==> src/core_types_pkg.sv <==
// Branch predictor types
`default_nettype none

package core_types_pkg;

    // ----------------------------------------------------------------------
    // Local history
    // ----------------------------------------------------------------------

    localparam int LH_LENGTH = 8;
    localparam int ASID_WIDTH = 9;

    // LHT is indexed by PC[5:2]
    localparam int LHT_ENTRIES = 16;
    localparam int LOG_LHT_ENTRIES = 4;

    // ----------------------------------------------------------------------
    // Local branch prediction table
    // ----------------------------------------------------------------------

    // One RAM word holds a block of 2-bit counters
    localparam int LBPT_ENTRIES_PER_BLOCK = 8;
    localparam int LOG_LBPT_ENTRIES_PER_BLOCK = 3;

    localparam int LBPT_SETS = 64;
    localparam int LBPT_INDEX_WIDTH = 6;

    // Default width of the performance totals
    localparam int PERF_COUNT_WIDTH = 16;

    // Saturating counter state with bit 1 as the taken prediction
    typedef enum logic [1:0] {
        SN = 2'b00,
        WN = 2'b01,
        WT = 2'b10,
        ST = 2'b11
    } pred_2bc_t;

endpackage

`default_nettype wire

==> src/bram_2rport_1wport.sv <==
// Two read, one write RAM
`timescale 1ns/1ps
`default_nettype none

module bram_2rport_1wport #(
    parameter int INNER_WIDTH = 16,
    parameter int OUTER_WIDTH = 64
) (
    input  wire                             CLK,
    input  wire                             nRST,

    // Read port 0
    input  wire                             port0_ren,
    input  wire [$clog2(OUTER_WIDTH)-1:0]   port0_rindex,
    output logic [INNER_WIDTH-1:0]          port0_rdata,

    // Read port 1
    input  wire                             port1_ren,
    input  wire [$clog2(OUTER_WIDTH)-1:0]   port1_rindex,
    output logic [INNER_WIDTH-1:0]          port1_rdata,

    // Write port
    input  wire                             wen,
    input  wire [$clog2(OUTER_WIDTH)-1:0]   windex,
    input  wire [INNER_WIDTH-1:0]           wdata
);

    logic [INNER_WIDTH-1:0] mem [OUTER_WIDTH];

    // Nonblocking updates give read-first behavior on a conflict
    always_ff @(posedge CLK) begin
        if (!nRST) begin
            for (int i = 0; i < OUTER_WIDTH; i++) begin
                mem[i] <= '0;
            end
            port0_rdata <= '0;
            port1_rdata <= '0;
        end else begin
            // Read data holds while its enable is low
            if (port0_ren) begin
                port0_rdata <= mem[port0_rindex];
            end
            if (port1_ren) begin
                port1_rdata <= mem[port1_rindex];
            end
            if (wen) begin
                mem[windex] <= wdata;
            end
        end
    end

endmodule

`default_nettype wire

==> src/lbpt.sv <==
// Local branch prediction table
`timescale 1ns/1ps
`default_nettype none

module lbpt (
    input  wire                                     CLK,
    input  wire                                     nRST,

    // RESP stage
    input  wire                                     valid_RESP,
    input  wire [31:0]                              full_PC_RESP,
    input  wire [core_types_pkg::LH_LENGTH-1:0]     LH_RESP,
    input  wire [core_types_pkg::ASID_WIDTH-1:0]    ASID_RESP,

    // RESTART stage
    output logic                                    pred_taken_RESTART,

    // Update stage 0
    input  wire                                     update0_valid,
    input  wire [31:0]                              update0_start_full_PC,
    input  wire [core_types_pkg::LH_LENGTH-1:0]     update0_LH,
    input  wire [core_types_pkg::ASID_WIDTH-1:0]    update0_ASID,
    input  wire                                     update0_taken,

    // Update stage 1
    output logic                                    update1_valid,
    output logic                                    update1_correct
);

    localparam int ENTRIES = core_types_pkg::LBPT_ENTRIES_PER_BLOCK;
    localparam int ENTRY_W = core_types_pkg::LOG_LBPT_ENTRIES_PER_BLOCK;
    localparam int SET_W = core_types_pkg::LBPT_INDEX_WIDTH;

    // ----------------------------------------------------------------------
    // Signals
    // ----------------------------------------------------------------------

    logic [SET_W-1:0]           set_RESP;
    logic [ENTRY_W-1:0]         entry_RESP;

    logic [ENTRY_W-1:0]         entry_RESTART;
    logic [ENTRIES-1:0][1:0]    counters_RESTART;

    logic [SET_W-1:0]           update0_set;
    logic [ENTRY_W-1:0]         update0_entry;

    logic [SET_W-1:0]           update1_set;
    logic [ENTRY_W-1:0]         update1_entry;
    logic                       update1_taken;
    logic [ENTRIES-1:0][1:0]    update1_old_counters;
    logic [ENTRIES-1:0][1:0]    update1_base_counters;
    logic [ENTRIES-1:0][1:0]    update1_new_counters;
    core_types_pkg::pred_2bc_t  update1_old_state;
    core_types_pkg::pred_2bc_t  update1_new_state;

    // Forwarding of the last write
    logic                       last_conflict;
    logic [ENTRIES-1:0][1:0]    last_new_counters;

    // ----------------------------------------------------------------------
    // Prediction path
    // ----------------------------------------------------------------------

    lbpt_index_hash resp_hash_i (
        .PC    (full_PC_RESP),
        .LH    (LH_RESP),
        .ASID  (ASID_RESP),
        .index ({set_RESP, entry_RESP})
    );

    // Entry select follows the RAM read data, which holds between reads
    always_ff @(posedge CLK) begin
        if (!nRST) begin
            entry_RESTART <= '0;
        end else if (valid_RESP) begin
            entry_RESTART <= entry_RESP;
        end
    end

    assign pred_taken_RESTART = counters_RESTART[entry_RESTART][1];

    // ----------------------------------------------------------------------
    // Update path
    // ----------------------------------------------------------------------

    lbpt_index_hash update0_hash_i (
        .PC    (update0_start_full_PC),
        .LH    (update0_LH),
        .ASID  (update0_ASID),
        .index ({update0_set, update0_entry})
    );

    always_ff @(posedge CLK) begin
        if (!nRST) begin
            update1_valid <= 1'b0;
            update1_set   <= '0;
            update1_entry <= '0;
            update1_taken <= 1'b0;
            last_conflict <= 1'b0;
        end else begin
            update1_valid <= update0_valid;
            update1_set   <= update0_set;
            update1_entry <= update0_entry;
            update1_taken <= update0_taken;
            // Set read this cycle misses the write landing at this edge
            last_conflict <= update0_valid & update1_valid & (update0_set == update1_set);
        end
    end

    always_ff @(posedge CLK) begin
        last_new_counters <= update1_new_counters;
    end

    // Read-modify-write of one counter in the set
    always_comb begin
        update1_base_counters = last_conflict ? last_new_counters : update1_old_counters;
        update1_old_state = core_types_pkg::pred_2bc_t'(update1_base_counters[update1_entry]);
        case (update1_old_state)
            core_types_pkg::SN: begin
                update1_new_state = update1_taken ? core_types_pkg::WN : core_types_pkg::SN;
            end
            core_types_pkg::WN: begin
                update1_new_state = update1_taken ? core_types_pkg::ST : core_types_pkg::SN;
            end
            core_types_pkg::WT: begin
                update1_new_state = update1_taken ? core_types_pkg::ST : core_types_pkg::SN;
            end
            default: begin
                // ST drops only one step on not taken
                update1_new_state = update1_taken ? core_types_pkg::ST : core_types_pkg::WT;
            end
        endcase
        update1_new_counters = update1_base_counters;
        update1_new_counters[update1_entry] = update1_new_state;
    end

    assign update1_correct = update1_base_counters[update1_entry][1] == update1_taken;

    // ----------------------------------------------------------------------
    // Counter RAM
    // ----------------------------------------------------------------------

    bram_2rport_1wport #(
        .INNER_WIDTH (ENTRIES * 2),
        .OUTER_WIDTH (core_types_pkg::LBPT_SETS)
    ) counter_ram_i (
        .CLK          (CLK),
        .nRST         (nRST),
        .port0_ren    (valid_RESP),
        .port0_rindex (set_RESP),
        .port0_rdata  (counters_RESTART),
        .port1_ren    (update0_valid),
        .port1_rindex (update0_set),
        .port1_rdata  (update1_old_counters),
        .wen          (update1_valid),
        .windex       (update1_set),
        .wdata        (update1_new_counters)
    );

endmodule

`default_nettype wire

==> src/lbpt_index_hash.sv <==
// LBPT index hash
`timescale 1ns/1ps
`default_nettype none

module lbpt_index_hash (
    input  wire [31:0]                                  PC,
    input  wire [core_types_pkg::LH_LENGTH-1:0]         LH,
    input  wire [core_types_pkg::ASID_WIDTH-1:0]        ASID,
    output logic [core_types_pkg::LBPT_INDEX_WIDTH
                  + core_types_pkg::LOG_LBPT_ENTRIES_PER_BLOCK-1:0] index
);

    localparam int HASH_WIDTH = core_types_pkg::LBPT_INDEX_WIDTH
                              + core_types_pkg::LOG_LBPT_ENTRIES_PER_BLOCK;

    logic [HASH_WIDTH-1:0] lh_ext;

    // History is zero extended up to the index width
    assign lh_ext = {{(HASH_WIDTH - core_types_pkg::LH_LENGTH){1'b0}}, LH};

    // Word aligned PC bits folded with history and ASID
    // upper bits pick the set, lower bits the entry within it
    assign index = PC[HASH_WIDTH+1:2] ^ lh_ext ^ ASID;

endmodule

`default_nettype wire

==> src/lbpt_perf_counters.sv <==
// Predictor performance counters
`timescale 1ns/1ps
`default_nettype none

module lbpt_perf_counters #(
    parameter int COUNT_WIDTH = 16
) (
    input  wire                     CLK,
    input  wire                     nRST,
    input  wire                     update1_valid,
    input  wire                     update1_correct,
    output logic [COUNT_WIDTH-1:0]  update_count,
    output logic [COUNT_WIDTH-1:0]  correct_count
);

    // Both totals wrap at the counter width
    always_ff @(posedge CLK) begin
        if (!nRST) begin
            update_count  <= '0;
            correct_count <= '0;
        end else if (update1_valid) begin
            update_count <= update_count + 1'b1;
            if (update1_correct) begin
                correct_count <= correct_count + 1'b1;
            end
        end
    end

endmodule

`default_nettype wire

==> src/lbpt_top.sv <==
// Local branch predictor top
`timescale 1ns/1ps
`default_nettype none

module lbpt_top #(
    parameter int COUNT_WIDTH = core_types_pkg::PERF_COUNT_WIDTH
) (
    input  wire                                     CLK,
    input  wire                                     nRST,

    // Fetch request
    input  wire                                     valid_REQ,
    input  wire [31:0]                              full_PC_REQ,
    input  wire [core_types_pkg::ASID_WIDTH-1:0]    ASID_REQ,

    // Resolved branch
    input  wire                                     update0_valid,
    input  wire [31:0]                              update0_start_full_PC,
    input  wire [core_types_pkg::LH_LENGTH-1:0]     update0_LH,
    input  wire [core_types_pkg::ASID_WIDTH-1:0]    update0_ASID,
    input  wire                                     update0_taken,

    // Responses
    output logic [core_types_pkg::LH_LENGTH-1:0]    LH_RESP,
    output logic                                    pred_taken_RESTART,
    output logic                                    update1_correct,
    output logic [COUNT_WIDTH-1:0]                  update_count,
    output logic [COUNT_WIDTH-1:0]                  correct_count
);

    // RESP stage request copies
    logic                                   valid_RESP;
    logic [31:0]                            full_PC_RESP;
    logic [core_types_pkg::ASID_WIDTH-1:0]  ASID_RESP;

    logic                                   update1_valid;

    lht lht_i (
        .CLK                   (CLK),
        .nRST                  (nRST),
        .valid_REQ             (valid_REQ),
        .full_PC_REQ           (full_PC_REQ),
        .ASID_REQ              (ASID_REQ),
        .update0_valid         (update0_valid),
        .update0_start_full_PC (update0_start_full_PC),
        .update0_taken         (update0_taken),
        .valid_RESP            (valid_RESP),
        .full_PC_RESP          (full_PC_RESP),
        .ASID_RESP             (ASID_RESP),
        .LH_RESP               (LH_RESP)
    );

    lbpt lbpt_i (
        .CLK                   (CLK),
        .nRST                  (nRST),
        .valid_RESP            (valid_RESP),
        .full_PC_RESP          (full_PC_RESP),
        .LH_RESP               (LH_RESP),
        .ASID_RESP             (ASID_RESP),
        .pred_taken_RESTART    (pred_taken_RESTART),
        .update0_valid         (update0_valid),
        .update0_start_full_PC (update0_start_full_PC),
        .update0_LH            (update0_LH),
        .update0_ASID          (update0_ASID),
        .update0_taken         (update0_taken),
        .update1_valid         (update1_valid),
        .update1_correct       (update1_correct)
    );

    lbpt_perf_counters #(
        .COUNT_WIDTH (COUNT_WIDTH)
    ) perf_i (
        .CLK             (CLK),
        .nRST            (nRST),
        .update1_valid   (update1_valid),
        .update1_correct (update1_correct),
        .update_count    (update_count),
        .correct_count   (correct_count)
    );

endmodule

`default_nettype wire

==> src/lht.sv <==
// Local history table
`timescale 1ns/1ps
`default_nettype none

module lht (
    input  wire                                     CLK,
    input  wire                                     nRST,

    // Fetch request
    input  wire                                     valid_REQ,
    input  wire [31:0]                              full_PC_REQ,
    input  wire [core_types_pkg::ASID_WIDTH-1:0]    ASID_REQ,

    // Resolved branch
    input  wire                                     update0_valid,
    input  wire [31:0]                              update0_start_full_PC,
    input  wire                                     update0_taken,

    // Response stage
    output logic                                    valid_RESP,
    output logic [31:0]                             full_PC_RESP,
    output logic [core_types_pkg::ASID_WIDTH-1:0]   ASID_RESP,
    output logic [core_types_pkg::LH_LENGTH-1:0]    LH_RESP
);

    localparam int LH_W = core_types_pkg::LH_LENGTH;
    localparam int IDX_W = core_types_pkg::LOG_LHT_ENTRIES;

    logic [LH_W-1:0]  hist [core_types_pkg::LHT_ENTRIES];
    logic [IDX_W-1:0] req_idx;
    logic [IDX_W-1:0] upd_idx;

    // Word aligned PC bits select the history
    assign req_idx = full_PC_REQ[IDX_W+1:2];
    assign upd_idx = update0_start_full_PC[IDX_W+1:2];

    // ----------------------------------------------------------------------
    // Lookup into RESP
    // ----------------------------------------------------------------------

    always_ff @(posedge CLK) begin
        if (!nRST) begin
            valid_RESP   <= 1'b0;
            full_PC_RESP <= '0;
            ASID_RESP    <= '0;
            LH_RESP      <= '0;
        end else begin
            valid_RESP   <= valid_REQ;
            full_PC_RESP <= full_PC_REQ;
            ASID_RESP    <= ASID_REQ;
            // Same cycle update is not seen here
            LH_RESP      <= hist[req_idx];
        end
    end

    // ----------------------------------------------------------------------
    // History update
    // ----------------------------------------------------------------------

    always_ff @(posedge CLK) begin
        if (!nRST) begin
            for (int i = 0; i < core_types_pkg::LHT_ENTRIES; i++) begin
                hist[i] <= '0;
            end
        end else if (update0_valid) begin
            // Newest outcome enters at bit 0
            hist[upd_idx] <= {hist[upd_idx][LH_W-2:0], update0_taken};
        end
    end

endmodule

`default_nettype wire

==> config.mk <==
export PLATFORM = sky130hd
export DESIGN_NAME = lbpt_top
export DESIGN_NICKNAME = d
export VERILOG_FILES = /design/src/core_types_pkg.sv /design/src/bram_2rport_1wport.sv /design/src/lbpt.sv /design/src/lbpt_index_hash.sv /design/src/lbpt_perf_counters.sv /design/src/lbpt_top.sv /design/src/lht.sv
export SDC_FILE = /design/constraint.sdc
export NUM_CORES = 2
export LEC_CHECK = 0
export BUFFER_PORTS_ARGS = -buffer_cell sky130_fd_sc_hd__buf_2
export CORE_MARGIN = 8
export CORE_UTILIZATION = 50
export CTS_CLUSTER_SIZE = 8
export DETAILED_ROUTE_END_ITERATION = 10
export GPL_TIMING_DRIVEN = 0
export PLACE_DENSITY = 0.71
export SKIP_LAST_GASP = 1
export SLEW_MARGIN = 5
export SYNTH_ARGS = -nofsm -noshare
export SYNTH_HDL_FRONTEND = slang
export SYNTH_SLANG_ARGS = --single-unit
==> constraint.sdc <==
create_clock -name CLK -period 3.15 [get_ports CLK]
set_input_delay 0.315 -clock CLK [delete_from_list [all_inputs] [get_ports CLK]]
set_output_delay 0.315 -clock CLK [all_outputs]
set_load 0.05 [all_outputs]
==> results.toml <==
[power]
internal_power_uw = 32620
pwr-share-clk = 0.376
power_per_cell_area_mw_per_mm2 = 675.1
switching_share = 0.3169
p_leak_uw = 0.02551
seqPwrFrac = 0.406
irDropWorstVdd_mv = 0.5614
p_sw_uw = 15130
power_frac_comb = 0.218

[grt]
grt_max_degree = 20
gr-total-overflow = 0
antenna_found_initial = 11
grt_pass1_wl_mm = 322.9
grt_usage = 0.3464
grt_pass1_vias = 44290

[logic_synthesis]
syn-num-nets = 5021
synthCells = 4923
yosys_warnings = 0
synth-xor-area-share = 0.01121
synth-main-ff-cell = "edfxtp_1"
synth_seq_cells = 1266
syn_area_per_cell_um2 = 12.26
synth_top_area_cell = "edfxtp_1"
yosys.area_share.simple = 0.1487
synth_compound_area_frac = 0.05021
synthDominantCellAreaShare = 0.5729
ys_types = 61
synth_top_family_by_area = "simple AND/OR/NAND/NOR gates"
synth_adder_area_share = 0.0006217
yosys-top-cells-area = "edfxtp_1 (57%), mux4_2 (9.2%), nor2_1 (7.5%)"
synthMuxAreaShare = 0.1449
seq_area_frac_synth = 0.6107
synth_async_sr_flop_share = 0
synth_edf_count = 1152
synth.cell_area_mm2 = 0.06038

[floorplan]
rows = 127
die_area_mm2 = 0.1321
die_w_um = 363.5
core_region_area_mm2 = 0.1198
io_pins = 137
die-height_um = 363.5
start_util = 0.5039

[critical_path]
critPathCaptureType = "flip-flop"
critPathRequiredTime_ns = 3.47
critPathArrivalTime_ns = 3.77
startpoint_type = "input port"
crit_type = "input port to flip-flop"
reg2reg_depth = 6
critPathMaxFanout = 16

[final_layout]
design_area_mm2 = 0.07073
drive_gt1_frac = 0.1941
nets = 5358
layout.cells.non_filler = 6977
final_common_cell = "edfxtp_1"
multiInputGateArea_mm2 = 0.02256
final_cell_mix = "edfxtp_1 (1152), nor2_1 (1151), nand2_1 (493), mux2i_1 (273), clkbuf_1 (266)"
area_growth_pct = 17.15
n_fill_cell = 9567
seq_area_mm2 = 0.03688

[clock_tree]
h-tree-depth = 4
clkSlewWorstSetupHoldPaths_ns = 0.05
clock_latency_ns = 0.83
cts.sinks = 1266
ctsLongestPathBuffers = 3
tritoncts.num_buffers = 177
root_buffer = "clkbuf_16"
cts_tree = "done"

[sta]
finalCriticalPeriod_ns = 3.453
rsz0062_at_grt = "true"
min_period_over_period = 1.096
relSlewSlack = 0.2277
setup_violations = 415
slew_violations = 0
fmax_mhz = 289.6
hold_viol_final = 0
fin_hold_ws_ns = 0.08091
worst_slew_pin_slew_ns = 1.158
setup_ws_ns = -0.3027
finClkSkew_ns = 0.06143

[route]
vias_per_cell = 6.680
routedWlPerCell_um = 34.04
detail_route.first_pass.iterations = 6
drt_iter0_markers = 7940
route.detailed.drc = 0
antenna_left = 0
vias = 46610
wl_mm = 237.5

[hold_path]
hp-class = "input port to flip-flop"
hold_depth = 3

[place]
gp_congestion = 1.059
io_buffers = 82
place_area_mm2 = 0.06298
post-place-cells = 6627
dp_hpwl_mm = 166.2

[job]
maxCapViolCount = 0

[status]
violations = "setup timing"
status = "finished, violations left"
-- final cells by class --
class | instances | share of cell area
Antenna cell | 11 | 0.0003892
Buffer | 432 | 0.03706
Clock buffer | 259 | 0.06772
Clock inverter | 14 | 0.004564
Inverter | 25 | 0.001327
Multi-Input combinational cell | 3190 | 0.3190
Sequential cell | 1266 | 0.5214
Tap cell | 1612 | 0.02852
Timing Repair Buffer | 168 | 0.02006
-- sequential cells by signal, summed over array words and instances (netlist names), 9 cells and up --
register,cells
lht_i.hist,128
perf_i.update_count,16
lht_i.full_PC_RESP,9
lbpt_i.counter_ram_i.port1_rdata,16
lht_i.ASID_RESP,9
perf_i.correct_count,16
lbpt_i.counter_ram_i.mem,1024
lbpt_i.last_new_counters,16
-- kinds of logic (layout without fill, tap and decap cells) --
logic type               Yosys count  after routing
AND/OR/NAND/NOR                 2157           2157
flip-flops                      1266           1266
multiplexers                     562            562
buffers and inverters            467            898
AO/OA/AOI/OAI                    415            415
XOR/XNOR                          53             53
adder cells (fa/ha/maj)            3              3
other                              0             11
-- worst max-delay path, stage by stage --
cell	delay, ns
clkbuf_1	0.62
clkbuf_1	0.57
clkbuf_1	0.64
buf_2	0.85
nand2_1	0.75
-- synth_stat cells (all sizes together), types with 7 or more instances --
cell    instances
nor3b           7
mux2           28
o211ai         33
a211oi         78
nor2b          34
a22o           17
and3           36
nand2         559
xnor2          23
a31oi           7
o21ai          59
xor2           15
nand2b         16
xnor3          10
nor2         1210
buf           150
nor3           56
o22ai          38
a311oi         87
o41a            8
a21oi          27
or4             8
mux4          247
dfxtp         114
o221ai          7
and2           81
edfxtp       1152
mux2i         287
inv            21
a32oi           7
nand3          77
nor4           46
a22oi          39
clkbuf        292
-- through the flow --
stage	total power (uW)	setup slack [ns]	setup TNS [ns]	util
final	47750	-0.3027	-25.49	0.5903
after global routing	48240	-0.2022	-26.17	0.5901
after CTS	46500	-0.1978	-8.725	0.5807
after detailed placement	28420	-1.907	-1967.91	0.5257
after global placement	28310	-3.058	-3471.42	0.5242
after floorplan	24370	0.007877	0	-
-- path summary, 6_finish.rpt --
kind / end / slack [ns] / from
worst max-delay path: lbpt_i.counter_ram_i.mem[26][11]$_SDFFCE_PN0P_ / -0.30 / nRST
worst max register to register: lbpt_i.counter_ram_i.mem[53][10]$_SDFFCE_PN0P_ / -0.19 / lbpt_i.update1_set[3]$_SDFF_PN0_
worst min register to register: perf_i.correct_count[13]$_SDFFE_PN0P_ / 0.48 / perf_i.correct_count[13]$_SDFFE_PN0P_
worst min-delay path: lht_i.hist[3][0]$_SDFFCE_PN0P_ / 0.08 / update0_taken
-- power groups by stage --
stage | sequential, uW | clock, uW | combinational [uW]
after floorplan | 19500 | 0 | 4840
after global placement | 19600 | 0 | 8700
after detailed placement | 19700 | 0 | 8760
after CTS | 19400 | 17800 | 9320
after global routing | 19400 | 18500 | 10300
final | 19400 | 18000 | 10400
-- timing repair --
| item | 4_1_cts | 5_1_grt |
|---|---|---|
| cloned | 1 | 11 |
| setup buffers | 25 | 19 |
| pin swaps | 10 | 48 |
| resized for setup | 320 | 281 |
| hold endpoints to repair | 19 | 0 |
| setup endpoints to repair | 1912 | 1130 |
| hold buffers | 22 | 0 |
-- routing by layer --
layer	part of all wire	global-route usage	up-vias
met1	0.35	0.4329	23190
met3	0.15	0.1270	854
met4	0.078	0.2217	6
met2	0.43	0.5093	3892
met5	0.00046	0	-
li1	-	-	18660
Note: power is estimated with default switching activity, not from simulation.
